<file path="config.mk">
export PLATFORM = sky130hd
export DESIGN_NAME = sd_clk_gen
export DESIGN_NICKNAME = d
export VERILOG_FILES = /design/src/sd_pkg.sv /design/src/sd_clk_gen.sv
export SDC_FILE = /design/constraint.sdc
export NUM_CORES = 1
export LEC_CHECK = 0
export ABC_AREA = 1
export ABC_CLOCK_PERIOD_IN_PS = 1600
export BUFFER_PORTS_ARGS = -buffer_cell sky130_fd_sc_hd__buf_2
export CORE_UTILIZATION = 25
export CTS_BUF_LIST = sky130_fd_sc_hd__clkbuf_8 sky130_fd_sc_hd__clkbuf_16
export CTS_CLUSTER_SIZE = 10
export DETAILED_ROUTE_END_ITERATION = 7
export SKIP_CTS_REPAIR_TIMING = 1
export SLEW_MARGIN = 15
export SYNTH_ARGS = -nofsm -noshare
export SYNTH_HDL_FRONTEND = slang
export SYNTH_SLANG_ARGS = --single-unit
</file>
<file path="constraint.sdc">
create_clock -name clk -period 1.6 [get_ports clk]
set_clock_uncertainty 0.1 [all_clocks]
set_input_delay 0.16 -clock clk [delete_from_list [all_inputs] [get_ports clk]]
set_output_delay 0.16 -clock clk [all_outputs]
set_load 0.1 [all_outputs]
</file>
<file path="src/sd_pkg.sv">
/* sd host shared definitions */

`default_nettype none

package sd_pkg;

    // --------------------------------------------------
    // clocking and timing, sized for simulation
    // --------------------------------------------------
    localparam logic [15:0] SLOW_CLK_DIV = 16'd8;  // half sdclk period, identification
    localparam logic [15:0] FAST_CLK_DIV = 16'd2;  // half sdclk period after CMD7

    localparam int SECTOR_BYTES = 512;
    localparam int TAIL_BITS    = 17;      // crc16 plus end bit
    localparam int RESP_TIMEOUT = 64;      // sdclk cycles
    localparam int DATA_TIMEOUT = 2000;    // sdclk cycles
    localparam int CMD8_RETRIES = 8;

    localparam logic [15:0] INIT_PRECNT = 16'd80;
    localparam logic [15:0] CMD_PRECNT  = 16'd8;

    // --------------------------------------------------
    // types
    // --------------------------------------------------
    typedef enum logic [1:0] {
        CARD_UNKNOWN, CARD_SDV1, CARD_SDV2, CARD_SDHC
    } card_type_e;

    typedef enum logic [3:0] {
        ST_STANDBY, ST_CMD0, ST_CMD8, ST_CMD55, ST_ACMD41, ST_CMD2, ST_CMD3,
        ST_CMD7, ST_CMD16, ST_IDLE, ST_READ_CMD, ST_READ_DATA, ST_STOP
    } host_state_e;

    typedef struct packed {
        logic [5:0]  index;
        logic [31:0] arg;
        logic [15:0] precnt;     // idle sdclk cycles before the frame
        logic        long_resp;  // 136 bit R2 response
    } cmd_req_t;

    typedef struct packed {
        logic        timeout;
        logic        syntax_err;  // bad end bit or index echo
        logic [31:0] arg;
    } cmd_resp_t;

    typedef struct packed {
        logic [8:0] addr;
        logic [7:0] data;
    } sector_byte_t;

endpackage

`default_nettype wire
</file>
<file path="src/sd_clk_gen.sv">
/* sd clock divider */

`default_nettype none

module sd_clk_gen import sd_pkg::*; (
    input  wire  clk,
    input  wire  rstn,
    input  wire  fast,
    output logic sdclk,
    output logic sd_rise,
    output logic sd_fall
);

    logic [15:0] cnt;
    logic [15:0] div;

    assign div = fast ? FAST_CLK_DIV : SLOW_CLK_DIV;

    always_ff @(posedge clk or negedge rstn) begin
        if (!rstn) begin
            cnt     <= '0;
            sdclk   <= 1'b0;
            sd_rise <= 1'b0;
            sd_fall <= 1'b0;
        end else begin
            sd_rise <= 1'b0;
            sd_fall <= 1'b0;
            // >= so a switch to the fast rate mid-count cannot overrun
            if (cnt >= div - 16'd1) begin
                cnt     <= '0;
                sdclk   <= ~sdclk;
                sd_rise <= ~sdclk;
                sd_fall <= sdclk;
            end else begin
                cnt <= cnt + 16'd1;
            end
        end
    end

endmodule

`default_nettype wire

</file>
==> out/summary.txt <==
Post-Place Cells: 112
Max Fclk: 0.727 GHz
DRT Pass-1 Iters: 4
ANT cells: 0
Final Cell Area: 882 um^2
Ys Warns: 0
core area: 2730 um^2
number of global-route vias before repair: 389
largest net degree at the start of global routing: 20
non-filler instance count after layout: 117
final hold violations: 0
H-tree levels: 1
Lkg Pwr: 0.432 nW
TritonCTS Buffers: 3
switching power: 0.194 mW
worst slack, placed: 224 ps
GRT Max-Usage Layer: met2
crit start category: flip-flop
outcome: complete, no violations
# rows: 19
Hold Worst Slack: 256 ps
initial core utilization: 26.3%
clock power share: 37.8%
Die Y: 55.6 um
# IOs: 6
clk buf depth: 2
RSZ-0062 raised after global routing: no
Pwr Density: 995 nW/um^2
Final Setup Violations: 0
first-pass GRT wire length: 1650 um
Cells after Synth: 65
Final GP Congestion: 0.755
final wirelength: 929 um
Vias/cell: 3.57
fill count: 281
commonest non-fill, non-tap cells in the layout: dfrtp_1 (19), nor2_1 (13), conb_1 (12), nand2_1 (9)
min Tclk post-route: 1370 ps
Mapped Area: 718 um^2
initial detailed-routing violation count: 7
Seq pwr share: 57.6%
max-cap check violation count: 0
register area share after synthesis: 66.2%
Final Max Slew Viols: 0
Sw Ratio: 22.1%
critical path class: flip-flop to flip-flop
overall routing resource usage: 7.59%
clock root cell: clkbuf_8
CP endpoint kind: flip-flop
min-delay worst type: input port to async pin
antenna-violating nets left: 0
I/O Buffers: 5
wire length per cell: 7.94 um
# DRC: 0
Area after DPL: 823 um^2
grt met3 use: 4.88%
logic gate share of total power: 4.6%
initial antenna violation count: 0
Layout area overhead: 22.8%
setup_tns: 0 ps
GR Layer Usage met1: 8.69%
Max IR drop VDD: 0.707 mV
detailed-route via count: 418
Clock Latency Late Sink: 260 ps
met2 Use GR: 10.7%
internal power: 0.684 mW
Synth cell types: 15
layout cell share with drive strength beyond 1: 22.1%
Die Width: 55.6 um
worst-path fanout max: 3
Reg2Reg Depth: 8
Worst EP required: 1690 ps
Layout Nets: 93
most common cell after layout, fill and taps aside: dfrtp_1
Final HPWL DP: 705 um
GR Overflow Total: 0
syn avg cell area: 11.0 um^2
clock sink total: 19
Yosys reg bits: 19
CTS tree: built
Die ar.: 3090 um^2
min setup slack post-route: 225 ps
Tcrit/Tclk final: 85.9%
Reg clk slew, reported paths: 70 ps
crit path DAT: 1470 ps
## power groups by stage
stage	registers (mW)	clock network, mW	logic, mW
2_1_floorplan	0.522	0	0.0163
3_3_place_gp	0.515	0	0.0395
3_5_place_dp	0.515	0	0.0398
4_1_cts	0.505	0.349	0.0398
5_1_grt	0.508	0.371	0.0475
6_report	0.506	0.331	0.0406
## worst max-delay path, stage by stage (launching register included)
cell	delay [ps]
dfrtp_1	400
ha_1	270
nand2_1	70
nand2_1	40
nand2_1	100
inv_2	40
nor2_1	140
nand3_1	80
nand2_1	70
## layout make-up
type	count	area, um^2	area share [%]
inverter	6	22.5	2.55
clock inverter	1	7.51	0.851
sequential	19	475	53.9
clock buffer	3	41.3	4.68
tap	31	38.8	4.40
timing repair buffer	6	35.0	3.97
multi-input combinational	51	262	29.6
## Yosys cell counts
library cell | n | area, um^2
xor2_1 | 1 | 8.76
inv_2 | 2 | 7.51
ha_1 | 3 | 37.5
dfrtp_1 | 19 | 475
nor2_4 | 1 | 11.3
nor2_1 | 13 | 48.8
nand3_2 | 1 | 10.0
conb_1 | 1 | 3.75
xnor2_1 | 1 | 8.76
nand2_2 | 1 | 6.26
inv_1 | 4 | 15.0
nor2_2 | 5 | 31.3
a21oi_1 | 1 | 5.00
nand2_1 | 9 | 33.8
nand3_1 | 3 | 15.0
## worst paths after layout
kind | slack [ps] | end | startpoint
min in group clk | 330 | cnt[3] | fast
max in group asynchronous | 850 | cnt[1] | rstn
worst max-delay path | 230 | sdclk | cnt[1]
worst max register to register | 230 | sdclk | cnt[1]
worst min register to register | 390 | cnt[0] | cnt[0]
worst min-delay path | 260 | cnt[6] | rstn
## metrics by stage
stage	util (%)	total power [mW]
after CTS	31.9	0.894
after detailed placement	30.1	0.555
after floorplan	-	0.538
final	32.3	0.878
after global placement	30.1	0.554
after global routing	32.3	0.926
## sequential cells by signal (all words and copies together), names as in the netlist
register  count
sdclk         1
sd_fall       1
cnt          16
sd_rise       1
## kinds of logic after synthesis
kind of cell	share of synthesized area (%)
buf+inv	3.14
compound gates	0.696
flops	66.2
xor+xnor	2.44
fa+ha+maj	5.23
simple gates	21.8
other cells	0.522
## layer usage
metal,part of all wire [%],up-vias
li1,-,225
met1,46,181
met2,43,8
met3,7.6,4
met4,2.7,0
met5,0,-
No activity file was read; power rests on OpenSTA's default activity.
