--- src/sd_pkg.sv ---
/* sd host shared definitions */

`default_nettype none

package sd_pkg;

    // --------------------------------------------------
    // clocking and timing, sized for simulation
    // --------------------------------------------------
    localparam logic [15:0] SLOW_CLK_DIV = 16'd8;  // half sdclk period, identification
    localparam logic [15:0] FAST_CLK_DIV = 16'd2;  // half sdclk period after CMD7

    localparam int SECTOR_BYTES = 512;
    localparam int TAIL_BITS    = 17;      // crc16 plus end bit
    localparam int RESP_TIMEOUT = 64;      // sdclk cycles
    localparam int DATA_TIMEOUT = 2000;    // sdclk cycles
    localparam int CMD8_RETRIES = 8;

    localparam logic [15:0] INIT_PRECNT = 16'd80;
    localparam logic [15:0] CMD_PRECNT  = 16'd8;

    // --------------------------------------------------
    // types
    // --------------------------------------------------
    typedef enum logic [1:0] {
        CARD_UNKNOWN, CARD_SDV1, CARD_SDV2, CARD_SDHC
    } card_type_e;

    typedef enum logic [3:0] {
        ST_STANDBY, ST_CMD0, ST_CMD8, ST_CMD55, ST_ACMD41, ST_CMD2, ST_CMD3,
        ST_CMD7, ST_CMD16, ST_IDLE, ST_READ_CMD, ST_READ_DATA, ST_STOP
    } host_state_e;

    typedef struct packed {
        logic [5:0]  index;
        logic [31:0] arg;
        logic [15:0] precnt;     // idle sdclk cycles before the frame
        logic        long_resp;  // 136 bit R2 response
    } cmd_req_t;

    typedef struct packed {
        logic        timeout;
        logic        syntax_err;  // bad end bit or index echo
        logic [31:0] arg;
    } cmd_resp_t;

    typedef struct packed {
        logic [8:0] addr;
        logic [7:0] data;
    } sector_byte_t;

endpackage

`default_nettype wire
--- src/sd_dat_reader.sv ---
/* sd sector receiver */

`default_nettype none

module sd_dat_reader import sd_pkg::*; (
    input  wire          clk,
    input  wire          rstn,
    input  wire          sd_rise,
    input  wire          dat_arm,
    input  wire          dat0,
    output logic         dat_done,
    output logic         dat_timeout,
    output logic         outen,
    output sector_byte_t sector_byte
);

    typedef enum logic [1:0] {D_IDLE, D_WAIT, D_DATA, D_TAIL} dat_state_e;

    dat_state_e  state;
    logic [11:0] cnt;    // wait cycles, data bits or tail bits
    logic [6:0]  shift;

    always_ff @(posedge clk or negedge rstn) begin
        if (!rstn) begin
            state       <= D_IDLE;
            cnt         <= '0;
            shift       <= '0;
            dat_done    <= 1'b0;
            dat_timeout <= 1'b0;
            outen       <= 1'b0;
            sector_byte <= '0;
        end else begin
            dat_done <= 1'b0;
            outen    <= 1'b0;
            if (dat_arm) begin
                state <= D_WAIT;
                cnt   <= '0;
            end else if (sd_rise) begin
                case (state)
                    D_WAIT: if (!dat0) begin
                        cnt   <= '0;
                        state <= D_DATA;
                    end else if (cnt == 12'(DATA_TIMEOUT - 1)) begin
                        dat_done    <= 1'b1;
                        dat_timeout <= 1'b1;
                        state       <= D_IDLE;
                    end else begin
                        cnt <= cnt + 12'd1;
                    end
                    D_DATA: begin
                        shift <= {shift[5:0], dat0};
                        cnt   <= cnt + 12'd1;
                        if (cnt[2:0] == 3'd7) begin   // msb first
                            outen            <= 1'b1;
                            sector_byte.addr <= cnt[11:3];
                            sector_byte.data <= {shift, dat0};
                        end
                        if (cnt == 12'(SECTOR_BYTES * 8 - 1)) begin
                            cnt   <= '0;
                            state <= D_TAIL;
                        end
                    end
                    D_TAIL: if (cnt == 12'(TAIL_BITS - 1)) begin
                        dat_done    <= 1'b1;
                        dat_timeout <= 1'b0;
                        state       <= D_IDLE;
                    end else begin
                        cnt <= cnt + 12'd1;
                    end
                    default: state <= D_IDLE;
                endcase
            end
        end
    end

endmodule

`default_nettype wire

--- config.mk ---
export PLATFORM = sky130hd
export DESIGN_NAME = sd_dat_reader
export DESIGN_NICKNAME = d
export VERILOG_FILES = /design/src/sd_pkg.sv /design/src/sd_dat_reader.sv
export SDC_FILE = /design/constraint.sdc
export NUM_CORES = 1
export LEC_CHECK = 0
export BUFFER_PORTS_ARGS = -buffer_cell sky130_fd_sc_hd__buf_4
export CELL_PAD_IN_SITES_DETAIL_PLACEMENT = 0
export CELL_PAD_IN_SITES_GLOBAL_PLACEMENT = 2
export CORE_ASPECT_RATIO = 0.6
export CORE_MARGIN = 2
export CORE_UTILIZATION = 25
export DETAILED_ROUTE_END_ITERATION = 10
export GPL_ROUTABILITY_DRIVEN = 1
export GPL_TIMING_DRIVEN = 0
export PLACE_DENSITY_LB_ADDON = 0.3
export SLEW_MARGIN = 20
export SYNTH_ARGS = -nofsm -noshare
export SYNTH_HDL_FRONTEND = slang
export SYNTH_SLANG_ARGS = --single-unit
--- constraint.sdc ---
create_clock -name clk -period 2.3 [get_ports clk]
set_input_delay 0.345 -clock clk [delete_from_list [all_inputs] [get_ports clk]]
set_output_delay 0.345 -clock clk [all_outputs]
set_load 0.005 [all_outputs]
==> impl_metrics.yaml <==
outcome:
  status: "completed"
grt:
  grt_pass1_vias: 1480
  grt_max_degree: 42
  grt_antenna_before_repair: 0
  grt_use_total_pct: 11.7
  grt_pass1_wl_um: 8000
  grt_overflow: 0
power_and_ir_drop:
  finalPower_mw: 1.57
  power.leakage_nw: 1.15
  ir_worst_vdd_v: 0.000304
  powerDensity_mw_per_mm2: 619
routing:
  routed_wl_um: 4910
  drtIter0Drc: 92
  num_vias: 1524
  drt_pre_antenna_iters: 4
  drc: 0
  vias_per_cell: 4.69
  post_drt_wl_per_cell_um: 15.1
  ant_nets: 0
sta:
  rsz0062_at_grt: "false"
  timing.hold.ws_ns: 0.0487
  fmax_mhz: 464
  setup_violations: 0
  tightest_slew_ns: 0.772
  slew_violations: 0
  maxSlewHeadroom_pct: 48.1
  fin_setup_tns_ns: 0
  finalCritPeriodShare_pct: 93.6
  report.final.hold_viol_count: 0
  fin_skew_ns: 0.00351
  period_needed_ns: 2.15
critical_path:
  start_kind: "flip-flop"
  path_class: "flip-flop to flip-flop"
  cp_max_fo: 6
  end_kind: "flip-flop"
  cp.required_ns: 2.45
  arrival_ns: 2.31
yosys:
  yosysMostFrequentCell: "dfrtp_1"
  synth_largest_area_cell: "dfrtp_1"
  synth_edf_count: 0
  ys_top_cells_by_area: "dfrtp_1 50%, mux2_2 11%, ha_1 3.6%, o21ai_0 3.2%, nand2_1 3.1%"
  synth-compound-area-share_pct: 13.3
  ys_async_sr_fraction_pct: 100
  synth_cell_types: 46
  synth_top_family_by_area: "simple AND/OR/NAND/NOR gates"
  syn_inst: 187
  synth_fp_nets: 198
  yosysWarningCount: 0
  syn_avg_cell_area_um2: 11.0
  synth_mux_area_share_pct: 10.9
  ys_top_cells_by_count: "41 x dfrtp_1, 20 x mux2_2, 17 x nand2_1, 13 x o21ai_0, 11 x inv_1"
  ys.flop_type: "dfrtp_1"
  synth-xor-area-share_pct: 0
  ys_ff_latch: 41
  post_synth_fa_ha_maj_area_fraction_pct: 3.65
  seq_area_frac_synth_pct: 49.8
  syn_area_mm2: 0.00206
  synth-simple-area-share_pct: 17.8
  synth_top_area_share_pct: 49.8
flow_run:
  drv_cap: 0
place:
  hpwl_um: 3510
  io_buffers: 24
  gp_congestion: 0.739
clock_network:
  clk_latency_ns: 0.28
  cts_root_buf: "clkbuf_16"
  cts_sinks: 41
  cts.clk_slew.worst_paths_ns: 0.06
  cts_buffer_depth: 2
  cts_tree: "done"
  htreeDepth: 2
  cts_buffers: 5
layout:
  diodes: 0
  postLayoutCoreUtil_pct: 31.8
  synthToLayoutAreaGrowth_pct: 22.9
  layout.nets: 228
  drive_gt1_share_pct: 31.8
  fill_cells: 837
min_path:
  min_path_type: "input pin to async pin"
die:
  start_util_pct: 25.9
  die_w_um: 121
  dieArea_mm2: 0.00900
  pin_count: 25
  die_h_um: 74.3
  fp-row-count: 25
  core_area_mm2: 0.00795
## registers in the layout, indices dropped and copies added, names as in the netlist
name and count:
shift 7, sector_byte 17, dat_done 1, cnt 12, dat_timeout 1, state 2, outen 1
## final timing paths
path	startpoint	to	slack [ns]	cells after the start
setup reg to reg	cnt[0]	cnt[9]	0.15	6
setup / recovery	cnt[0]	cnt[9]	0.15	6
max in group asynchronous	rstn	cnt[0]	1.89	1
hold reg to reg	sector_byte[0]	sector_byte[0]	0.49	2
hold / removal	rstn	sector_byte[5]	0.05	1
min in group clk	dat_arm	state[1]	0.29	2
## metal layers
layer / up-vias / routed length, µm / share of wire [%] / global-route usage (%)
li1: 736 / - / - / -
met1: 745 / 2690 / 55 / 17.8
met2: 39 / 1920 / 39 / 16.1
met3: 4 / 264 / 5.4 / 3.30
met4: 0 / 42 / 0.85 / 3.07
met5: - / 0 / 0 / 0
## cell type report
cell class / count / area (µm²) / area share, %
Timing Repair Buffer: 24 / 180 / 7.12
Inverter: 11 / 41.3 / 1.63
Sequential cell: 41 / 1030 / 40.6
Clock buffer: 6 / 139 / 5.49
Clock inverter: 1 / 7.51 / 0.297
Tap cell: 108 / 135 / 5.34
Multi-Input combinational cell: 127 / 953 / 37.7
Buffer: 7 / 47.5 / 1.88
## cell usage in the layout (no fill, tap or decap), types with 4 or more instances in the layout
master	count
nand2_1	17
ha_1	6
mux2_2	20
clkbuf_16	5
dfrtp_1	41
o31ai_1	4
inv_1	11
nor2_1	5
nor3_1	5
a21oi_1	4
o21ai_0	13
nand3_1	9
o21ai_1	6
buf_4	25
## cells by family after synthesis
family          count (synthesis)
simple gates                   61
flops                          41
mux                            20
fa+ha+maj                       6
compound gates                 40
buf+inv                        19
## where the power goes
part / leakage (nW) / total (mW) / internal [mW] / switching [mW]
Combinational: 0.515 / 0.121 / 0.0432 / 0.0779
Clock: 0.0690 / 0.705 / 0.426 / 0.280
Sequential: 0.568 / 0.740 / 0.731 / 0.00890
Total: 1.15 / 1.57 / 1.20 / 0.366
## critical path, stage by stage, from the launching register on
cell and delay (ns):
dfrtp_1 0.40, ha_1 0.24, nand4_2 0.19, nor4_2 0.75
nor2_4 0.11, nand2_1 0.22, o31ai_1 0.12
## per-stage QoR
stage / cell area [µm²] / setup WS [ns] / cells
5_1_grt: 2530 / 0.0145 / 325
4_1_cts: 2520 / 0.0536 / 326
6_report: 2530 / 0.146 / 325
3_3_place_gp: 2370 / -0.0768 / 319
3_5_place_dp: 2370 / -0.0272 / 319
2_1_floorplan: 2060 / 0.426 / 187
## what timing repair did
item	4_1_cts	5_1_grt
pin swaps	0	0
resized for setup	1	2
setup buffers	0	0
hold endpoints to repair	0	0
hold buffers	0	0
setup endpoints to repair	2	6
Note: power is estimated with default switching activity, not from simulation.
