## src/sd_pkg.sv

```systemverilog
/* sd host shared definitions */

`default_nettype none

package sd_pkg;

    // --------------------------------------------------
    // clocking and timing, sized for simulation
    // --------------------------------------------------
    localparam logic [15:0] SLOW_CLK_DIV = 16'd8;  // half sdclk period, identification
    localparam logic [15:0] FAST_CLK_DIV = 16'd2;  // half sdclk period after CMD7

    localparam int SECTOR_BYTES = 512;
    localparam int TAIL_BITS    = 17;      // crc16 plus end bit
    localparam int RESP_TIMEOUT = 64;      // sdclk cycles
    localparam int DATA_TIMEOUT = 2000;    // sdclk cycles
    localparam int CMD8_RETRIES = 8;

    localparam logic [15:0] INIT_PRECNT = 16'd80;
    localparam logic [15:0] CMD_PRECNT  = 16'd8;

    // --------------------------------------------------
    // types
    // --------------------------------------------------
    typedef enum logic [1:0] {
        CARD_UNKNOWN, CARD_SDV1, CARD_SDV2, CARD_SDHC
    } card_type_e;

    typedef enum logic [3:0] {
        ST_STANDBY, ST_CMD0, ST_CMD8, ST_CMD55, ST_ACMD41, ST_CMD2, ST_CMD3,
        ST_CMD7, ST_CMD16, ST_IDLE, ST_READ_CMD, ST_READ_DATA, ST_STOP
    } host_state_e;

    typedef struct packed {
        logic [5:0]  index;
        logic [31:0] arg;
        logic [15:0] precnt;     // idle sdclk cycles before the frame
        logic        long_resp;  // 136 bit R2 response
    } cmd_req_t;

    typedef struct packed {
        logic        timeout;
        logic        syntax_err;  // bad end bit or index echo
        logic [31:0] arg;
    } cmd_resp_t;

    typedef struct packed {
        logic [8:0] addr;
        logic [7:0] data;
    } sector_byte_t;

endpackage

`default_nettype wire
```

## src/sd_cmd_engine.sv

```systemverilog
/* sd command line engine */

`default_nettype none

module sd_cmd_engine import sd_pkg::*; (
    input  wire       clk,
    input  wire       rstn,
    input  wire       sd_rise,
    input  wire       sd_fall,
    input  wire       cmd_start,
    input  wire       cmd_req_t cmd_req,
    output logic      cmd_busy,
    output logic      cmd_done,
    output cmd_resp_t cmd_resp,
    input  wire       cmd_in,
    output logic      cmd_out,
    output logic      cmd_oe
);

    typedef enum logic [2:0] {
        E_IDLE, E_PRE, E_SEND, E_WAIT, E_RECV, E_DONE
    } eng_state_e;

    eng_state_e  state;
    cmd_req_t    req;
    logic [39:0] tx;     // start, transmission, index, argument
    logic [6:0]  crc;
    logic [46:0] rx;     // response bits after the start bit
    logic [15:0] cnt;
    logic        index_bad;

    // crc7, x^7 + x^3 + 1
    function automatic logic [6:0] crc7_next(input logic [6:0] c, input logic b);
        logic fb;
        fb = c[6] ^ b;
        return {c[5:0], 1'b0} ^ (fb ? 7'h09 : 7'h00);
    endfunction

    // R3 returns all ones in the index field
    assign index_bad = (rx[45:40] != req.index) &&
                       !(req.index == 6'd41 && rx[45:40] == 6'h3f);

    always_ff @(posedge clk or negedge rstn) begin
        if (!rstn) begin
            state    <= E_IDLE;
            req      <= '0;
            tx       <= '0;
            crc      <= '0;
            rx       <= '0;
            cnt      <= '0;
            cmd_busy <= 1'b0;
            cmd_done <= 1'b0;
            cmd_resp <= '0;
            cmd_out  <= 1'b1;
            cmd_oe   <= 1'b0;
        end else begin
            cmd_done <= 1'b0;
            case (state)
                E_IDLE: if (cmd_start) begin
                    req      <= cmd_req;
                    tx       <= {2'b01, cmd_req.index, cmd_req.arg};
                    crc      <= '0;
                    cnt      <= '0;
                    cmd_busy <= 1'b1;
                    state    <= E_PRE;
                end
                E_PRE: if (sd_fall) begin
                    cmd_oe  <= 1'b1;
                    cmd_out <= 1'b1;      // idle ones
                    if (cnt == req.precnt - 16'd1) begin
                        cnt   <= '0;
                        state <= E_SEND;
                    end else begin
                        cnt <= cnt + 16'd1;
                    end
                end
                E_SEND: if (sd_fall) begin
                    cnt <= cnt + 16'd1;
                    if (cnt < 16'd40) begin
                        cmd_out <= tx[39];
                        tx      <= {tx[38:0], 1'b0};
                        crc     <= crc7_next(crc, tx[39]);
                    end else if (cnt < 16'd47) begin
                        cmd_out <= crc[6];
                        crc     <= {crc[5:0], 1'b0};
                    end else if (cnt == 16'd47) begin
                        cmd_out <= 1'b1;  // end bit
                    end else begin
                        cmd_oe <= 1'b0;   // hand the line to the card
                        cnt    <= '0;
                        state  <= E_WAIT;
                    end
                end
                E_WAIT: if (sd_rise) begin
                    if (!cmd_in) begin
                        cnt   <= '0;
                        state <= E_RECV;
                    end else if (cnt == 16'(RESP_TIMEOUT - 1)) begin
                        cmd_busy <= 1'b0;
                        cmd_done <= 1'b1;
                        cmd_resp <= {1'b1, 1'b0, 32'h0};
                        state    <= E_IDLE;
                    end else begin
                        cnt <= cnt + 16'd1;
                    end
                end
                E_RECV: if (sd_rise) begin
                    rx  <= {rx[45:0], cmd_in};
                    cnt <= cnt + 16'd1;
                    if (cnt == (req.long_resp ? 16'd134 : 16'd46))
                        state <= E_DONE;
                end
                default: begin            // E_DONE
                    cmd_busy            <= 1'b0;
                    cmd_done            <= 1'b1;
                    cmd_resp.timeout    <= 1'b0;
                    cmd_resp.syntax_err <= !rx[0] || (!req.long_resp && index_bad);
                    cmd_resp.arg        <= rx[39:8];
                    state               <= E_IDLE;
                end
            endcase
        end
    end

endmodule

`default_nettype wire

```

## config.mk

```make
export PLATFORM = sky130hd
export DESIGN_NAME = sd_cmd_engine
export DESIGN_NICKNAME = d
export VERILOG_FILES = /design/src/sd_pkg.sv /design/src/sd_cmd_engine.sv
export SDC_FILE = /design/constraint.sdc
export NUM_CORES = 1
export LEC_CHECK = 0
export BUFFER_PORTS_ARGS = -buffer_cell sky130_fd_sc_hd__buf_4
export CAP_MARGIN = 15
export CORE_ASPECT_RATIO = 1.1
export CORE_MARGIN = 1
export CORE_UTILIZATION = 45
export DETAILED_ROUTE_END_ITERATION = 12
export SKIP_LAST_GASP = 1
export SYNTH_ARGS = -nofsm -noshare
export SYNTH_HDL_FRONTEND = slang
export SYNTH_SLANG_ARGS = --single-unit
```

## constraint.sdc

```tcl
create_clock -name clk -period 8.95 [get_ports clk]
set_input_delay 0.895 -clock clk [delete_from_list [all_inputs] [get_ports clk]]
set_output_delay 0.895 -clock clk [all_outputs]
set_load 0.01 [all_outputs]
```

==> flow_summary.json <==
{
  "cts_tree": "yes",
  "yosysUniqueCellTypes": 58,
  "final_layout_size_suffix_gt1_frac": 0.2624,
  "grt_pass1_wl_um": 29670,
  "p_comb_frac": 0.200,
  "setup_tns_ps": 0,
  "rrSetupSlack_ps": 5450,
  "maxCapViolations": 0,
  "final_core_utilization": 0.5519,
  "r2r_cells": 9,
  "synthesis.instances": 736,
  "max_freq_mhz": 285.7,
  "hp-class": "flop to flop",
  "power_frac_seq": 0.473,
  "netlist_area_um2": 7948,
  "synth-warning-count": 0,
  "viasPerCell": 5.479,
  "numClockSinks": 173,
  "area_growth_pct": 19.03,
  "die_x_um": 128.7,
  "grt-ovfl-total": 0,
  "hold_violations": 0,
  "n_antenna_cell": 0,
  "grt_pass1_vias": 5851,
  "io_pins": 99,
  "drcViolationCount": 0,
  "wl_per_cell_um": 16.39,
  "clk_pin_slew_ps": 70,
  "leakage_nw": 4.362,
  "drt-total-wl_um": 17390,
  "routed-via-count": 5813,
  "postLayoutCellArea_um2": 9460,
  "seq_area_um2": 4330,
  "multi_input_area_um2": 3379,
  "fin_crit_ps": 3500,
  "setup_viol": 0,
  "postCtsSetupRepairBufs": 0,
  "synth-async-reset-ratio": 1.000,
  "dr.pass1.iters": 4,
  "syn-num-nets": 800,
  "cp_data_required_time_ps": 9230,
  "cp.arrival_ps": 3780,
  "die_h_um": 141.4,
  "clk_latency_ps": 420,
  "maxSlewHeadroom": 0.2735,
  "pwr-share-clk": 0.327,
  "numCtsBuffers": 17,
  "rsz0062_at_grt": "false",
  "detail-route-antenna-nets": 0,
  "rr_startpoint": "req[1]",
  "min_path_cells": 1,
  "outcome": "complete, no violations",
  "synth_ff_type": "dfrtp_1",
  "finalNetCount": 878,
  "postCtsHoldBufs": 0,
  "place_hpwl_um": 11620,
  "grtUsageTotal": 0.2066,
  "worst_setup_path_start_kind": "flop",
  "first_iter_violations": 276,
  "fillers": 1555,
  "min_period_over_period": 0.3911,
  "gp_congestion": 0.8885,
  "hold_path_startpoint": "cmd_busy",
  "die-area_um2": 18200,
  "initial_core_util": 0.4636,
  "antenna_found_initial": 0,
  "ys_seq_elements": 173,
  "hold_end": "cmd_busy",
  "timing_worst_setup_path_type": "flop to flop",
  "worst_pin_slew_ps": 1087,
  "slew_viol_final": 0,
  "htreeDepth": 4,
  "powerDensity_nw_per_um2": 243.4,
  "place_area_um2": 8859,
  "avgSynthCellArea_um2": 10.80,
  "power.switching_w": 0.0007066,
  "yosysSeqAreaShare": 0.5449,
  "cts_buffer_depth": 2,
  "final_common_cell": "dfrtp_1",
  "r2r-end": "cnt[6]",
  "grt_max_degree": 93,
  "core_area_um2": 17140,
  "path_max_fanout": 10,
  "synth_edf_count": 0,
  "peakVddDrop_mv": 0.1395,
  "final_cell_mix": "172 x dfrtp_1, 105 x buf_4, 95 x nand2_1",
  "switching_share": 0.3069,
  "cts_resized": 0,
  "worst_clock_skew_ps": 8.519,
  "crit_path_end_kind": "flop",
  "cts-root-buf": "clkbuf_16",
  "portBuffers": 98,
  "rows": 50,
  "intPower_w": 0.001596
}
[layer usage]
layer / GRT usage / share of wire / up-vias
met5: 0 / 0 / -
met4: 0.06130 / 0.014 / 0
met3: 0.05053 / 0.045 / 23
met2: 0.3360 / 0.49 / 122
met1: 0.2733 / 0.45 / 2855
li1: - / - / 2813
[flip-flops by register name, indices dropped and copies added (netlist names)]
signal / count
crc: 7
req: 23
state: 3
tx: 40
cmd_busy: 1
cmd_out: 1
cmd_oe: 1
cmd_done: 1
cmd_resp: 34
cnt: 16
rx: 46
[power groups by stage]
stage	sequential (W)	clock, W	combinational, W
2_1_floorplan	0.00104	0	0.000375
3_3_place_gp	0.00110	0	0.000453
3_5_place_dp	0.00110	0	0.000462
4_1_cts	0.00109	0.000775	0.000465
5_1_grt	0.00112	0.000808	0.000521
6_report	0.00109	0.000753	0.000459
[critical path: stages (launching register included)]
cell and delay [ps]:
dfrtp_1 420, inv_1 90, ha_1 340, or4b_4 550
nor4_2 260, xnor2_1 90, or4_1 530, or4_1 740
nand2_4 230, o311ai_1 100
[logic make-up after synthesis]
family                     count (synthesis)  share of synthesized area
AOI/OAI and AO/OA                        150                     0.1326
xor gates and xnor gates                  36                    0.03967
adders and majority gates                  3                   0.004723
buffers and inverters                     62                    0.03227
DFF                                      173                     0.5449
muxes                                     73                     0.1025
and+or+nand+nor                          239                     0.1434
[layout make-up]
type                            count  area share
Timing Repair Buffer              106     0.08451
Clock inverter                     14     0.01825
Multi-Input combinational cell    501      0.3572
Inverter                           15    0.005952
Clock buffer                       18     0.04536
Sequential cell                   173      0.4577
Tap cell                          234     0.03095
[metrics by stage]
step	setup slack (ps)	cells	hold WS (ps)	power, W
2_1_floorplan	5819	736	466.4	0.001419
3_3_place_gp	5549	1029	479.6	0.001549
3_5_place_dp	5478	1029	483.3	0.001566
4_1_cts	5464	1061	502.6	0.002330
5_1_grt	5260	1061	518.8	0.002446
6_report	5450	1061	496.5	0.002302
[cells in the mapped netlist (2+ instances only)]
cell type	instances	area share
a21boi_0	2	0.0019
a21oi_1	20	0.013
a22o_1	40	0.044
a31oi_1	48	0.038
and3_1	10	0.0079
buf_1	4	0.0019
buf_6	3	0.0043
clkbuf_1	39	0.018
dfrtp_1	172	0.54
ha_1	3	0.0047
inv_1	15	0.0071
mux2_2	67	0.095
mux2i_1	6	0.0076
nand2_1	95	0.045
nand3_1	17	0.011
nand3b_1	3	0.0028
nand4_1	9	0.0071
nand4b_1	3	0.0033
nor2_1	59	0.028
nor2b_1	3	0.0024
nor3_1	15	0.0094
nor4_1	7	0.0055
o211ai_1	3	0.0028
o21a_1	3	0.0028
o21ai_0	10	0.0063
o21ai_1	2	0.0013
o22ai_1	5	0.0039
o31ai_1	3	0.0028
or3_1	4	0.0031
or4_1	4	0.0038
xnor2_1	21	0.023
xor2_1	15	0.017
[how the worst max path moves through the flow]
stage,start,endpoint,slack (ps),depth (start not counted)
finish,req[1],cnt[6],5450,9
global route,req[1],cnt[4],5260,9
CTS,req[1],cnt[4],5460,9
detailed placement,req[1],cnt[4],5480,9
global placement,req[1],cnt[2],5550,9
floorplan,req[1],cnt[2],5820,11
No activity file was read; power rests on OpenSTA's default activity.
