===== src/sd_pkg.sv =====
/* sd host shared definitions */

`default_nettype none

package sd_pkg;

    // --------------------------------------------------
    // clocking and timing, sized for simulation
    // --------------------------------------------------
    localparam logic [15:0] SLOW_CLK_DIV = 16'd8;  // half sdclk period, identification
    localparam logic [15:0] FAST_CLK_DIV = 16'd2;  // half sdclk period after CMD7

    localparam int SECTOR_BYTES = 512;
    localparam int TAIL_BITS    = 17;      // crc16 plus end bit
    localparam int RESP_TIMEOUT = 64;      // sdclk cycles
    localparam int DATA_TIMEOUT = 2000;    // sdclk cycles
    localparam int CMD8_RETRIES = 8;

    localparam logic [15:0] INIT_PRECNT = 16'd80;
    localparam logic [15:0] CMD_PRECNT  = 16'd8;

    // --------------------------------------------------
    // types
    // --------------------------------------------------
    typedef enum logic [1:0] {
        CARD_UNKNOWN, CARD_SDV1, CARD_SDV2, CARD_SDHC
    } card_type_e;

    typedef enum logic [3:0] {
        ST_STANDBY, ST_CMD0, ST_CMD8, ST_CMD55, ST_ACMD41, ST_CMD2, ST_CMD3,
        ST_CMD7, ST_CMD16, ST_IDLE, ST_READ_CMD, ST_READ_DATA, ST_STOP
    } host_state_e;

    typedef struct packed {
        logic [5:0]  index;
        logic [31:0] arg;
        logic [15:0] precnt;     // idle sdclk cycles before the frame
        logic        long_resp;  // 136 bit R2 response
    } cmd_req_t;

    typedef struct packed {
        logic        timeout;
        logic        syntax_err;  // bad end bit or index echo
        logic [31:0] arg;
    } cmd_resp_t;

    typedef struct packed {
        logic [8:0] addr;
        logic [7:0] data;
    } sector_byte_t;

endpackage

`default_nettype wire

===== src/sd_host_ctrl.sv =====
/* sd card init and read control */

`default_nettype none

module sd_host_ctrl import sd_pkg::*; (
    input  wire         clk,
    input  wire         rstn,
    input  wire         init,
    input  wire         rstart,
    input  wire  [31:0] rsector,
    input  wire         cmd_busy,
    input  wire         cmd_done,
    input  wire         cmd_resp_t cmd_resp,
    output logic        cmd_start,
    output cmd_req_t    cmd_req,
    input  wire         dat_done,
    input  wire         dat_timeout,
    output logic        dat_arm,
    output logic        fast,
    output host_state_e card_stat,
    output card_type_e  card_type,
    output logic        rdone,
    output logic        timeout_error
);

    host_state_e state;
    logic        pending;     // command issued, no cmd_done yet
    logic        sdv1;        // CMD8 never answered
    logic [2:0]  cmd8_cnt;
    logic [15:0] rca;
    logic [31:0] read_addr;
    logic        resp_ok;

    assign card_stat = state;
    assign resp_ok   = !cmd_resp.timeout && !cmd_resp.syntax_err;

    function automatic cmd_req_t mk_req(input logic [5:0] idx, input logic [31:0] a,
                                        input logic [15:0] pre, input logic lng);
        return '{index: idx, arg: a, precnt: pre, long_resp: lng};
    endfunction

    always_ff @(posedge clk or negedge rstn) begin
        if (!rstn) begin
            state         <= ST_STANDBY;
            pending       <= 1'b0;
            sdv1          <= 1'b0;
            cmd8_cnt      <= '0;
            rca           <= '0;
            read_addr     <= '0;
            cmd_start     <= 1'b0;
            cmd_req       <= '0;
            dat_arm       <= 1'b0;
            fast          <= 1'b0;
            card_type     <= CARD_UNKNOWN;
            rdone         <= 1'b0;
            timeout_error <= 1'b0;
        end else begin
            cmd_start <= 1'b0;
            dat_arm   <= 1'b0;
            rdone     <= 1'b0;
            if (cmd_done) begin
                // --------------------------------------------------
                // response handling
                // --------------------------------------------------
                pending <= 1'b0;
                case (state)
                    ST_CMD0: state <= ST_CMD8;       // CMD0 has no response
                    ST_CMD8: if (resp_ok && cmd_resp.arg[7:0] == 8'haa) begin
                        state <= ST_CMD55;
                    end else if (cmd_resp.timeout) begin
                        cmd8_cnt <= cmd8_cnt + 3'd1;
                        if (cmd8_cnt == 3'(CMD8_RETRIES - 1)) begin
                            sdv1  <= 1'b1;
                            state <= ST_CMD55;
                        end
                    end
                    ST_CMD55: if (resp_ok) state <= ST_ACMD41;
                    ST_ACMD41: if (resp_ok && cmd_resp.arg[31]) begin
                        card_type <= sdv1 ? CARD_SDV1 :
                                     (cmd_resp.arg[30] ? CARD_SDHC : CARD_SDV2);
                        state     <= ST_CMD2;
                    end else begin
                        state <= ST_CMD55;           // card still busy
                    end
                    ST_CMD2: if (resp_ok) state <= ST_CMD3;
                    ST_CMD3: if (resp_ok) begin
                        rca   <= cmd_resp.arg[31:16];
                        state <= ST_CMD7;
                    end
                    ST_CMD7: if (resp_ok) begin
                        fast  <= 1'b1;
                        state <= (card_type == CARD_SDHC) ? ST_IDLE : ST_CMD16;
                    end
                    ST_CMD16: if (resp_ok) state <= ST_IDLE;
                    ST_READ_CMD: if (resp_ok) state <= ST_READ_DATA;  // else reissue
                    ST_STOP: begin
                        rdone <= 1'b1;
                        state <= ST_IDLE;
                    end
                    default: state <= ST_IDLE;
                endcase
            end else if (!pending && !cmd_busy) begin
                case (state)
                    ST_STANDBY: if (init) state <= ST_CMD0;
                    ST_IDLE: if (rstart) begin
                        read_addr     <= (card_type == CARD_SDHC) ? rsector
                                                                  : {rsector[22:0], 9'b0};
                        timeout_error <= 1'b0;
                        state         <= ST_READ_CMD;
                    end
                    ST_READ_DATA: if (dat_done) begin
                        if (dat_timeout) begin
                            timeout_error <= 1'b1;
                            state         <= ST_STOP;      // cancel with CMD12
                        end else begin
                            rdone <= 1'b1;
                            state <= ST_IDLE;
                        end
                    end
                    default: begin
                        // --------------------------------------------------
                        // command issue for the current state
                        // --------------------------------------------------
                        cmd_start <= 1'b1;
                        pending   <= 1'b1;
                        case (state)
                            ST_CMD0:   cmd_req <= mk_req(6'd0, 32'h0, INIT_PRECNT, 1'b0);
                            ST_CMD8:   cmd_req <= mk_req(6'd8, 32'h1aa, CMD_PRECNT, 1'b0);
                            ST_CMD55:  cmd_req <= mk_req(6'd55, 32'h0, CMD_PRECNT, 1'b0);
                            ST_ACMD41: cmd_req <= mk_req(6'd41, {1'b0, !sdv1, 30'h00100000},
                                                         CMD_PRECNT, 1'b0);  // hcs unless v1
                            ST_CMD2:   cmd_req <= mk_req(6'd2, 32'h0, CMD_PRECNT, 1'b1);
                            ST_CMD3:   cmd_req <= mk_req(6'd3, 32'h0, CMD_PRECNT, 1'b0);
                            ST_CMD7:   cmd_req <= mk_req(6'd7, {rca, 16'h0}, CMD_PRECNT, 1'b0);
                            ST_CMD16:  cmd_req <= mk_req(6'd16, 32'h200, INIT_PRECNT, 1'b0);
                            ST_READ_CMD: begin
                                cmd_req <= mk_req(6'd17, read_addr, CMD_PRECNT, 1'b0);
                                dat_arm <= 1'b1;
                            end
                            default:   cmd_req <= mk_req(6'd12, 32'h0, CMD_PRECNT, 1'b0);
                        endcase
                    end
                endcase
            end
        end
    end

endmodule

`default_nettype wire


===== config.mk =====
export PLATFORM = sky130hd
export DESIGN_NAME = sd_host_ctrl
export DESIGN_NICKNAME = d
export VERILOG_FILES = /design/src/sd_pkg.sv /design/src/sd_host_ctrl.sv
export SDC_FILE = /design/constraint.sdc
export NUM_CORES = 1
export LEC_CHECK = 0
export ABC_AREA = 1
export BUFFER_PORTS_ARGS = -buffer_cell sky130_fd_sc_hd__buf_2
export CAP_MARGIN = 5
export CORE_ASPECT_RATIO = 1.75
export CORE_MARGIN = 2
export CORE_UTILIZATION = 48
export CTS_BUF_LIST = sky130_fd_sc_hd__clkbuf_16
export DETAILED_ROUTE_END_ITERATION = 6
export HOLD_SLACK_MARGIN = 0.08
export PLACE_DENSITY_LB_ADDON = 0.05
export SYNTH_ARGS = -nofsm -noshare
export SYNTH_HDL_FRONTEND = slang
export SYNTH_SLANG_ARGS = --single-unit

===== constraint.sdc =====
create_clock -name clk -period 1.4 [get_ports clk]
set_input_delay 0.28 -clock clk [delete_from_list [all_inputs] [get_ports clk]]
set_output_delay 0.28 -clock clk [all_outputs]
set_load 0.005 [all_outputs]

==> reports/metrics.yaml, run 1 <==
hold-worst-slack_ns: 0.154
crit_arrival_ns: 1.95
drv_slew: 0
drt_iter0_drc: 253
powerDensity_nw_per_um2: 1650
holdCritPathClass: "in2reg"
hold_start: "cmd_resp[18]"
synth_cell_types: 35
diodes: 0
rsz0062_at_grt: "yes"
drive_gt1_share_pct: 51.9
slowest_stage: "dfrtp_1"
io_pins: 140
hold_path_end: "rca[2]$_DFFE_PN0P_"
crit-reg2reg-capture: "read_addr[11]$_DFFE_PN0P_"
grt_max_degree: 63
hold_depth: 2
setup_viol: 101
ant_nets: 0
finalSetupTns_ns: -21.56
drc: 0
grt_first_pass_wirelength_microns: 25400
die_area_sq_um: 11500
layout_setup_ws_ns: -0.322
dpl.hpwl_microns: 10900
via_per_inst: 5.38
p_comb_share_pct: 49.4
ir_worst_vdd_mv: 1.06
grt_usage_pct: 29.5
routedWlPerCell_microns: 19.2
clock-root-buffer: "clkbuf_16"
die_y_microns: 141
pwr-share-seq_pct: 33.1
clockBufferDepth: 2
fin_crit_ns: 1.72
p_switching_mw: 5.36
max_stage_delay_ns: 0.38
num_rows: 49
synthToLayoutAreaGrowth_pct: 61.6
vias: 5163
ys_ff_latch: 105
p_leak_nw: 4.40
core_area_sq_um: 10300
violations: "setup timing"
cp_common_cell: "nor2_4"
synth_edf_count: 0
syn-instance-count: 612
internal_power_mw: 8.25
cts_tree: "built"
cap_violations: 0
final_hold_viol_count: 0
max-slew-margin-rel_pct: 61.2
grt_antenna_before_repair: 0
wl_microns: 18500
cp.required_ns: 1.63
reg2reg_from: "pending$_DFFE_PN0P_"
clkLatencyLatePin_ns: 0.35
synth_flop_cell: "dfrtp_1"
switching_share_pct: 39.4
cts_buffers: 9
clockPowerShare_pct: 17.5
reg2regPathDepth: 8
ys_warn_count: 0
port_buffers: 118
reg2reg_slack_ns: -0.32
cts_max_level: 3
total_power_mw: 13.6
tightest_slew_ns: 0.582
cp_top_family: "simple AND/OR/NAND/NOR gates"
outcome: "complete, but fails checks"
netlist_area_sq_um: 5110
die_w_microns: 82.0
nNetsFinal: 903
seq_area_frac_synth_pct: 51.4
synthArstFlopShare_pct: 100
final_cells: 959
start_util_pct: 49.6
numPlacedInstances: 886
grt_overflow: 0
cts.sinks: 105
path_cells: "or2_4 -> nor2_4 -> nand2_2 -> nor2_4 -> buf_12 -> buf_4 -> buf_16 -> a31oi_1"
worst-path-stages: 8
path_class: "reg2reg"
drt-pass1-iter-count: 5
avgSynthCellArea_sq_um: 8.35
path_clk_slew_ns: 0.07
fmax_mhz: 581
startpoint_type: "flip-flop"
grt_pass1_vias: 5185
cp-end-kind: "flip-flop"
finalClockSkew_ns: 0.00562
cp_max_fo: 8
fin_crit_sh_pct: 123
path_buf_inv: 3
place_congestion: 0.836
[area by class of cell]
type,instances,area [sq um]
clock buffers,9,225
clock inverters,7,47.5
fillers,681,2040
inverters,60,253
multi-input cells,419,2910
flip-flops and latches,105,2630
well taps,127,159
repair buffers,231,2030
repair inverters,1,7.51
[timing repair]
item	in CTS	in global routing
pin swaps	12	41
buffers inserted	20	19
cloned	9	10
endpoints found under the hold margin	105	0
resized for setup	141	182
hold buffers	1	0
setup endpoints to repair	102	106
[registers in the layout, indices dropped and copies added, names as in the netlist]
signal,cells
card_stat,4
pending,1
card_type,2
rca,16
rdone,1
fast,1
dat_arm,1
timeout_error,1
read_addr,32
cmd_req,41
sdv1,1
cmd_start,1
cmd8_cnt,3
[cell usage in the layout (no fill, tap or decap), drive strengths merged, types with 15 or more instances in the layout]
master  netlist  layout
clkbuf        8      16
inv          60      62
o211ai       18      18
nand2       212     213
mux2         15      15
nor2         40      40
nand3        20      20
buf          33     223
dfrtp       105     105
o21ai        66      66
[worst register-to-register path: cells and delay by family, from the launching register on]
family	cells	cell delay (ns)
flip-flops	1	0.38
AO/OA/AOI/OAI	1	0.08
AND/OR/NAND/NOR	4	0.72
buffers and inverters	3	0.42
[power groups by stage]
stage / clock, mW / sequential, mW / combinational [mW]
2_1_floorplan: 0 / 4.39 / 1.96
3_3_place_gp: 0 / 4.43 / 3.57
3_5_place_dp: 0 / 4.46 / 3.63
4_1_cts: 2.39 / 4.43 / 4.77
5_1_grt: 2.52 / 4.58 / 7.18
6_report: 2.38 / 4.51 / 6.72
[stage by stage]
stage / area [sq um] / worst slack, ns / util, %
2_1_floorplan: 5170 / 0.000343 / -
3_3_place_gp: 6150 / -0.225 / 59.7
3_5_place_dp: 6150 / -0.272 / 59.7
4_1_cts: 7260 / -0.208 / 70.5
5_1_grt: 8260 / -0.362 / 80.2
6_report: 8260 / -0.322 / 80.2
[per-layer routing]
layer  up-vias  track usage, %  routed length (microns)
met1      2475            32.7                     6420
met4         0            17.5                     1080
met5         -               0                        0
met3        72            5.22                      902
met2       230            50.8                    10100
li1       2386               -                        -
[worst max path at each step]
stage                                   from                        end  slack (ns)
finish                   pending$_DFFE_PN0P_  read_addr[11]$_DFFE_PN0P_       -0.32
global route             pending$_DFFE_PN0P_  read_addr[11]$_DFFE_PN0P_       -0.36
CTS                      pending$_DFFE_PN0P_  read_addr[13]$_DFFE_PN0P_       -0.21
detailed placement                  cmd_busy  read_addr[24]$_DFFE_PN0P_       -0.27
global placement    card_stat[0]$_DFFE_PN0P_    cmd_req[51]$_DFFE_PN0P_       -0.23
floorplan                pending$_DFFE_PN0P_   read_addr[1]$_DFFE_PN0P_      0.0003
[Yosys cell counts, types with 3 or more instances]
| library cell | count | share of area [%] |
|---|---|---|
| a21oi_1 | 6 | 0.59 |
| a31oi_1 | 5 | 0.61 |
| buf_2 | 11 | 1.1 |
| buf_4 | 18 | 2.6 |
| buf_6 | 3 | 0.66 |
| clkbuf_1 | 8 | 0.59 |
| dfrtp_1 | 105 | 51 |
| inv_1 | 54 | 4.0 |
| inv_2 | 6 | 0.44 |
| mux2_2 | 7 | 1.5 |
| mux2_4 | 8 | 2.4 |
| nand2_1 | 210 | 15 |
| nand3_1 | 19 | 1.9 |
| nor2_1 | 34 | 2.5 |
| nor2_2 | 3 | 0.37 |
| nor2_4 | 3 | 0.66 |
| nor3_1 | 4 | 0.39 |
| o211ai_1 | 18 | 2.6 |
| o21ai_0 | 47 | 4.6 |
| o21ai_1 | 19 | 1.9 |
| o31ai_1 | 5 | 0.73 |
[cells by family after synthesis]
group | after synthesis | share of synthesized area (%)
other cells | 1 | 0.0734
mux | 15 | 3.89
flops | 105 | 51.4
simple gates | 280 | 22.4
buf+inv | 101 | 9.45
fa+ha+maj | 2 | 0.490
xor+xnor | 1 | 0.171
compound gates | 107 | 12.1
(Power assumes the default switching activity.)
==> inputs of run 2 (changes only) <==
--- a/config.mk
+++ b/config.mk
@@ -5,13 +5,13 @@
 export SDC_FILE = /design/constraint.sdc
 export NUM_CORES = 1
 export LEC_CHECK = 0
-export ABC_AREA = 1
 export BUFFER_PORTS_ARGS = -buffer_cell sky130_fd_sc_hd__buf_2
-export CAP_MARGIN = 5
+export CAP_MARGIN = 0
 export CORE_ASPECT_RATIO = 1.75
 export CORE_MARGIN = 2
-export CORE_UTILIZATION = 48
+export CORE_UTILIZATION = 47
 export CTS_BUF_LIST = sky130_fd_sc_hd__clkbuf_16
+export CTS_CLUSTER_DIAMETER = 150
 export DETAILED_ROUTE_END_ITERATION = 6
 export HOLD_SLACK_MARGIN = 0.08
 export PLACE_DENSITY_LB_ADDON = 0.05
==> reports/metrics.yaml, run 2 <==
clock-root-buffer: "clkbuf_16"
netlist.top_cell.by_area: "dfrtp_1"
grt_pass1_vias: 4894
ys_warn_count: 0
drv_slew: 0
p_leak_nw: 3.69
dr_wl_met2_microns: 9530
setup_viol: 105
start_util_pct: 48.1
drive_gt1_share_pct: 50.2
dp_slack_ns: -0.422
clkLatencyLatePin_ns: 0.34
num_rows: 49
fin_crit_sh_pct: 125
violations: "setup timing"
layout_common_cells: "buf_2 (115), dfrtp_1 (103), nand2_1 (91)"
cap_violations: 0
cp-end-kind: "flip-flop"
wl_met3_microns: 653
vias: 4758
cp.required_ns: 1.62
synth_cell_types: 48
cts.sinks: 105
path_class: "reg2reg"
grt_max_degree: 33
dpl.hpwl_microns: 11400
synthToLayoutAreaGrowth_pct: 55.6
ant_nets: 0
avgSynthCellArea_sq_um: 9.62
netlist_area_sq_um: 4920
grt_first_pass_wirelength_microns: 25200
grt_overflow: 0
die_y_microns: 139
powerDensity_nw_per_um2: 1790
yosysTopAreaCellShare_pct: 53.4
holdCritPathClass: "in2reg"
ir_worst_vdd_mv: 1.02
port_buffers: 118
synthTopCellsByCount: "dfrtp_1 (105), nand2_1 (104), nor2_1 (38), o21ai_0 (38), a31oi_1 (26)"
largest_reg_flops: 41
cts_tree: "built"
final_hold_viol_count: 0
core_area_sq_um: 10200
synth_most_common_cell: "dfrtp_1"
synth_simple_gate_area_share_pct: 17.1
cts_max_level: 3
fmax_mhz: 570
place_congestion: 0.896
synth-compound-area-share_pct: 16.6
synthXorXnorAreaFrac_pct: 0.356
cts_buffers: 9
die_w_microns: 81.4
finalClockSkew_ns: 0.00963
ys_ff_latch: 105
synth_flop_cell: "dfrtp_1"
layout_setup_ws_ns: -0.354
largest_register: "cmd_req"
path_clk_slew_ns: 0.07
routedWlPerCell_microns: 19.9
die_area_sq_um: 11300
outcome: "complete, but fails checks"
yosys-top-cells-area: "dfrtp_1 (53%), nand2_1 (7.9%), mux2_2 (4.1%)"
wl_met1_microns: 6040
numPlacedInstances: 801
grt_usage_pct: 29.7
synthArstFlopShare_pct: 100
final_cells: 850
fin_crit_ns: 1.75
synth_edf_count: 0
layout_commonest_cell: "buf_2"
clockBufferDepth: 2
crit_arrival_ns: 1.98
hold-worst-slack_ns: 0.172
via_per_inst: 5.60
cp_max_fo: 5
seq_area_frac_synth_pct: 53.4
largestRegisters: "cmd_req: 41 flops, read_addr: 32 flops, rca: 16 flops"
diodes: 0
startpoint_type: "flip-flop"
synth_mux_area_share_pct: 5.62
synth_fa_ha_area_share_pct: 0.508
wl_microns: 16900
io_pins: 140
grt_antenna_before_repair: 0
drt_iter0_drc: 246
nNetsFinal: 796
synth_top_family_by_area: "simple AND/OR/NAND/NOR gates"
drc: 0
rsz0062_at_grt: "yes"
syn-instance-count: 512
top_layer: "met4"
drt-pass1-iter-count: 5
-- run 2: cell type report --
type	count	area (sq um)
clock buffers	9	225
multi-input cells	361	2630
repair buffers	235	1900
fillers	755	2580
inverters	8	32.5
well taps	127	159
flip-flops and latches	105	2630
clock inverters	5	81.3
-- run 2: final timing paths --
path                                             to  slack [ns]                startpoint  cells past startpoint
min in group asynchronous   cmd_req[50]$_DFFE_PN0P_        0.38                      rstn                      2
hold reg to reg                    fast$_DFFE_PN0P_        0.47          fast$_DFFE_PN0P_                      1
setup / recovery           card_stat[2]$_DFFE_PN0P_       -0.35  card_stat[2]$_DFFE_PN0P_                      6
setup reg to reg           card_stat[2]$_DFFE_PN0P_       -0.35  card_stat[2]$_DFFE_PN0P_                      6
hold / removal                  rca[11]$_DFFE_PN0P_        0.17              cmd_resp[27]                      2
max in group asynchronous   cmd_req[27]$_DFFE_PN0P_        0.50                      rstn                      3
-- run 2: what timing repair did --
item,4_1_cts,5_1_grt
pin swaps,35,47
gates cloned,6,4
buffers inserted,15,14
hold endpoints to repair,15,0
endpoints found under the setup margin,107,107
resized for setup,68,92
hold buffers,1,0
-- run 2: metrics by stage --
| stage | instance area [sq um] | setup TNS [ns] | power, mW | util [%] |
|---|---|---|---|---|
| 6_report | 7660 | -20.83 | 13.7 | 74.8 |
| 3_3_place_gp | 6290 | -23.88 | 9.19 | 61.5 |
| 5_1_grt | 7660 | -26.96 | 14.4 | 74.8 |
| 4_1_cts | 7190 | -22.67 | 12.8 | 70.2 |
| 2_1_floorplan | 5160 | -5.97 | 7.00 | - |
| 3_5_place_dp | 6290 | -25.60 | 9.31 | 61.5 |
-- run 2: logic make-up after synthesis --
family / Yosys count
and+or+nand+nor: 191
AOI/OAI and AO/OA: 128
DFF: 105
buffers and inverters: 58
muxes: 25
adders and majority gates: 2
xor gates and xnor gates: 2
other: 1
-- run 2: where the power goes --
part,switching (mW),internal [mW]
Combinational,3.02,3.33
Sequential,0.841,3.87
Clock,1.12,1.55
-- run 2: critical path, stage by stage (launching register included) --
cell and delay (ns):
dfrtp_1 0.46, buf_6 0.17, buf_4 0.15, nor3_4 0.20, nand4_1 0.18, nand3_4 0.17, mux2_4 0.31
-- run 2: metal layers --
metal	track usage, %	vias up
met4	13.3	0
met2	53.5	162
met5	0	-
met1	34.0	2375
li1	-	2183
met3	3.44	38
==> inputs of run 3 (changes only) <==
--- a/config.mk
+++ b/config.mk
@@ -9,7 +9,7 @@
 export CAP_MARGIN = 0
 export CORE_ASPECT_RATIO = 1.75
 export CORE_MARGIN = 2
-export CORE_UTILIZATION = 47
+export CORE_UTILIZATION = 52
 export CTS_BUF_LIST = sky130_fd_sc_hd__clkbuf_16
 export CTS_CLUSTER_DIAMETER = 150
 export DETAILED_ROUTE_END_ITERATION = 6
==> constraint.sdc (replaced) <==
create_clock -name clk -period 1.8 [get_ports clk]
set_input_delay 0.36 -clock clk [delete_from_list [all_inputs] [get_ports clk]]
set_output_delay 0.36 -clock clk [all_outputs]
set_load 0.005 [all_outputs]
==> reports/metrics.yaml, run 3 (same netlist as run 2, synthesis figures left out) <==
hold_depth: 2
path_clk_slew_ns: 0.07
numPlacedInstances: 769
core_area_sq_um: 9350
die_y_microns: 133
largestRegisters: "cmd_req: 41 flops, read_addr: 32 flops, rca: 16 flops"
cts_buffers: 9
die_w_microns: 77.6
path_cells: "buf_4 -> buf_6 -> nor3_4 -> nand4_1 -> nand3_4 -> mux2_4"
grt_usage_pct: 26.7
dp_slack_ns: -0.0717
grt_antenna_before_repair: 0
ir_worst_vdd_mv: 0.777
cap_violations: 0
grt_max_degree: 106
clkLatencyLatePin_ns: 0.34
nNetsFinal: 748
startpoint_type: "flip-flop"
path_class: "reg2reg"
reg2regPathDepth: 6
port_buffers: 118
total_power_mw: 9.01
critPathLaunch: "card_stat[3]$_DFFE_PN0P_"
fill_cells: 752
cts_max_level: 3
grt_first_pass_wirelength_microns: 21400
drv_slew: 0
diodes: 0
finalClockSkew_ns: 0.00632
rsz0062_at_grt: "yes"
max_stage_delay_ns: 0.47
dpl.hpwl_microns: 9670
cp_max_fo: 13
layout_common_cells: "buf_2 (119), dfrtp_1 (103), nand2_1 (102)"
seq_area_sq_um: 2630
tightest_slew_ns: 0.563
fmax_mhz: 554
path_buf_inv: 2
drive_gt1_share_pct: 36.3
layout_commonest_cell: "buf_2"
violations: "setup timing"
crit_arrival_ns: 2.03
synthToLayoutAreaGrowth_pct: 32.3
start_util_pct: 52.7
layout_setup_ws_ns: -0.00431
cp.required_ns: 2.02
crit-reg2reg-capture: "card_stat[3]$_DFFE_PN0P_"
largest_reg_flops: 41
routedWlPerCell_microns: 17.6
cp-end-kind: "flip-flop"
final_hold_viol_count: 0
drc: 0
multi_input_area_sq_um: 2150
cp_top_family: "simple AND/OR/NAND/NOR gates"
place_congestion: 0.909
cts.sinks: 105
drt-pass1-iter-count: 4
reg2reg_slack_ns: -0.004
reg2reg_from: "card_stat[3]$_DFFE_PN0P_"
via_per_inst: 5.55
grt_overflow: 0
cts_tree: "built"
ant_nets: 0
largest_register: "cmd_req"
wl_microns: 14100
grt_pass1_vias: 4291
fin_crit_ns: 1.80
slowest_stage: "dfrtp_2"
cp-endpoint: "card_stat[3]$_DFFE_PN0P_"
clock-root-buffer: "clkbuf_16"
p_leak_nw: 3.27
io_pins: 140
die_area_sq_um: 10300
fin_crit_sh_pct: 100
vias: 4433
outcome: "complete, but fails checks"
drt_iter0_drc: 263
num_rows: 47
max-slew-margin-rel_pct: 62.4
final_cells: 799
powerDensity_nw_per_um2: 1380
holdCritPathClass: "in2reg"
clockBufferDepth: 2
setup_viol: 2
worst-path-stages: 6
==> run 3: cell count changes in the layout (fill, tap and decap cells not counted), sizes merged <==
| cell | previous run | this run |
|---|---|---|
| clkinv | 1 | 4 |
| buf | 231 | 183 |
| bufinv | 2 | 1 |
==> run 3: what timing repair did <==
item,CTS,global route
pin swaps,0,9
hold buffers,0,1
buffers inserted,0,7
gates resized for setup,5,29
setup endpoints to repair,8,56
gates cloned,0,6
endpoints found under the hold margin,0,1
==> run 3: per-layer routing <==
metal / GRT usage, % / share of wire [%] / vias to the layer above
met3: 4.71 / 4.6 / 28
met1: 30.8 / 37 / 2158
met5: 0 / 0 / -
met2: 48.5 / 55 / 155
li1: - / - / 2092
met4: 10.7 / 3.4 / 0
==> run 3: how the worst min path moves through the flow <==
| stage | startpoint | to | slack [ns] |
|---|---|---|---|
| 2_1_floorplan | rstn | card_stat[0]$_DFFE_PN0P_ | 0.06 |
| 3_3_place_gp | fast$_DFFE_PN0P_ | fast$_DFFE_PN0P_ | 0.45 |
| 3_5_place_dp | fast$_DFFE_PN0P_ | fast$_DFFE_PN0P_ | 0.46 |
| 4_1_cts | rstn | cmd_req[54]$_DFFE_PN0P_ | 0.11 |
| 5_1_grt | cmd_resp[29] | rca[13]$_DFFE_PN0P_ | 0.24 |
| 6_report | cmd_resp[29] | rca[13]$_DFFE_PN0P_ | 0.25 |
==> run 3: final cells by class <==
class                           instances  area share, %
Tap cell                              122           2.34
Multi-Input combinational cell        361           33.0
Clock inverter                          7           1.11
Sequential cell                       105           40.4
Timing Repair Buffer                  187           19.2
Clock buffer                            9           3.46
Inverter                                8          0.461
==> run 3: per-stage QoR <==
step | hold slack [ns] | area, sq um | setup TNS, ns | utilization [%]
6_report | 0.246 | 6510 | -0.00738 | 69.7
5_1_grt | 0.237 | 6510 | -0.187 | 69.7
4_1_cts | 0.105 | 6220 | 0 | 66.5
3_5_place_dp | 0.456 | 5900 | -0.852 | 63.1
3_3_place_gp | 0.449 | 5900 | -0.702 | 63.1
2_1_floorplan | 0.0644 | 4970 | 0 | -
==> run 3: worst register-to-register path: stages (launching register included) <==
cell     delay [ns]
dfrtp_2        0.47
buf_4          0.17
buf_6          0.15
nor3_4         0.20
nand4_1        0.21
nand3_4        0.18
mux2_4         0.31
==> run 3: power breakdown <==
part	total [mW]	internal (mW)	leakage [nW]	switching, mW
logic	3.50	1.75	1.76	1.74
registers	3.56	3.01	1.37	0.553
clock network	1.95	1.08	0.147	0.876
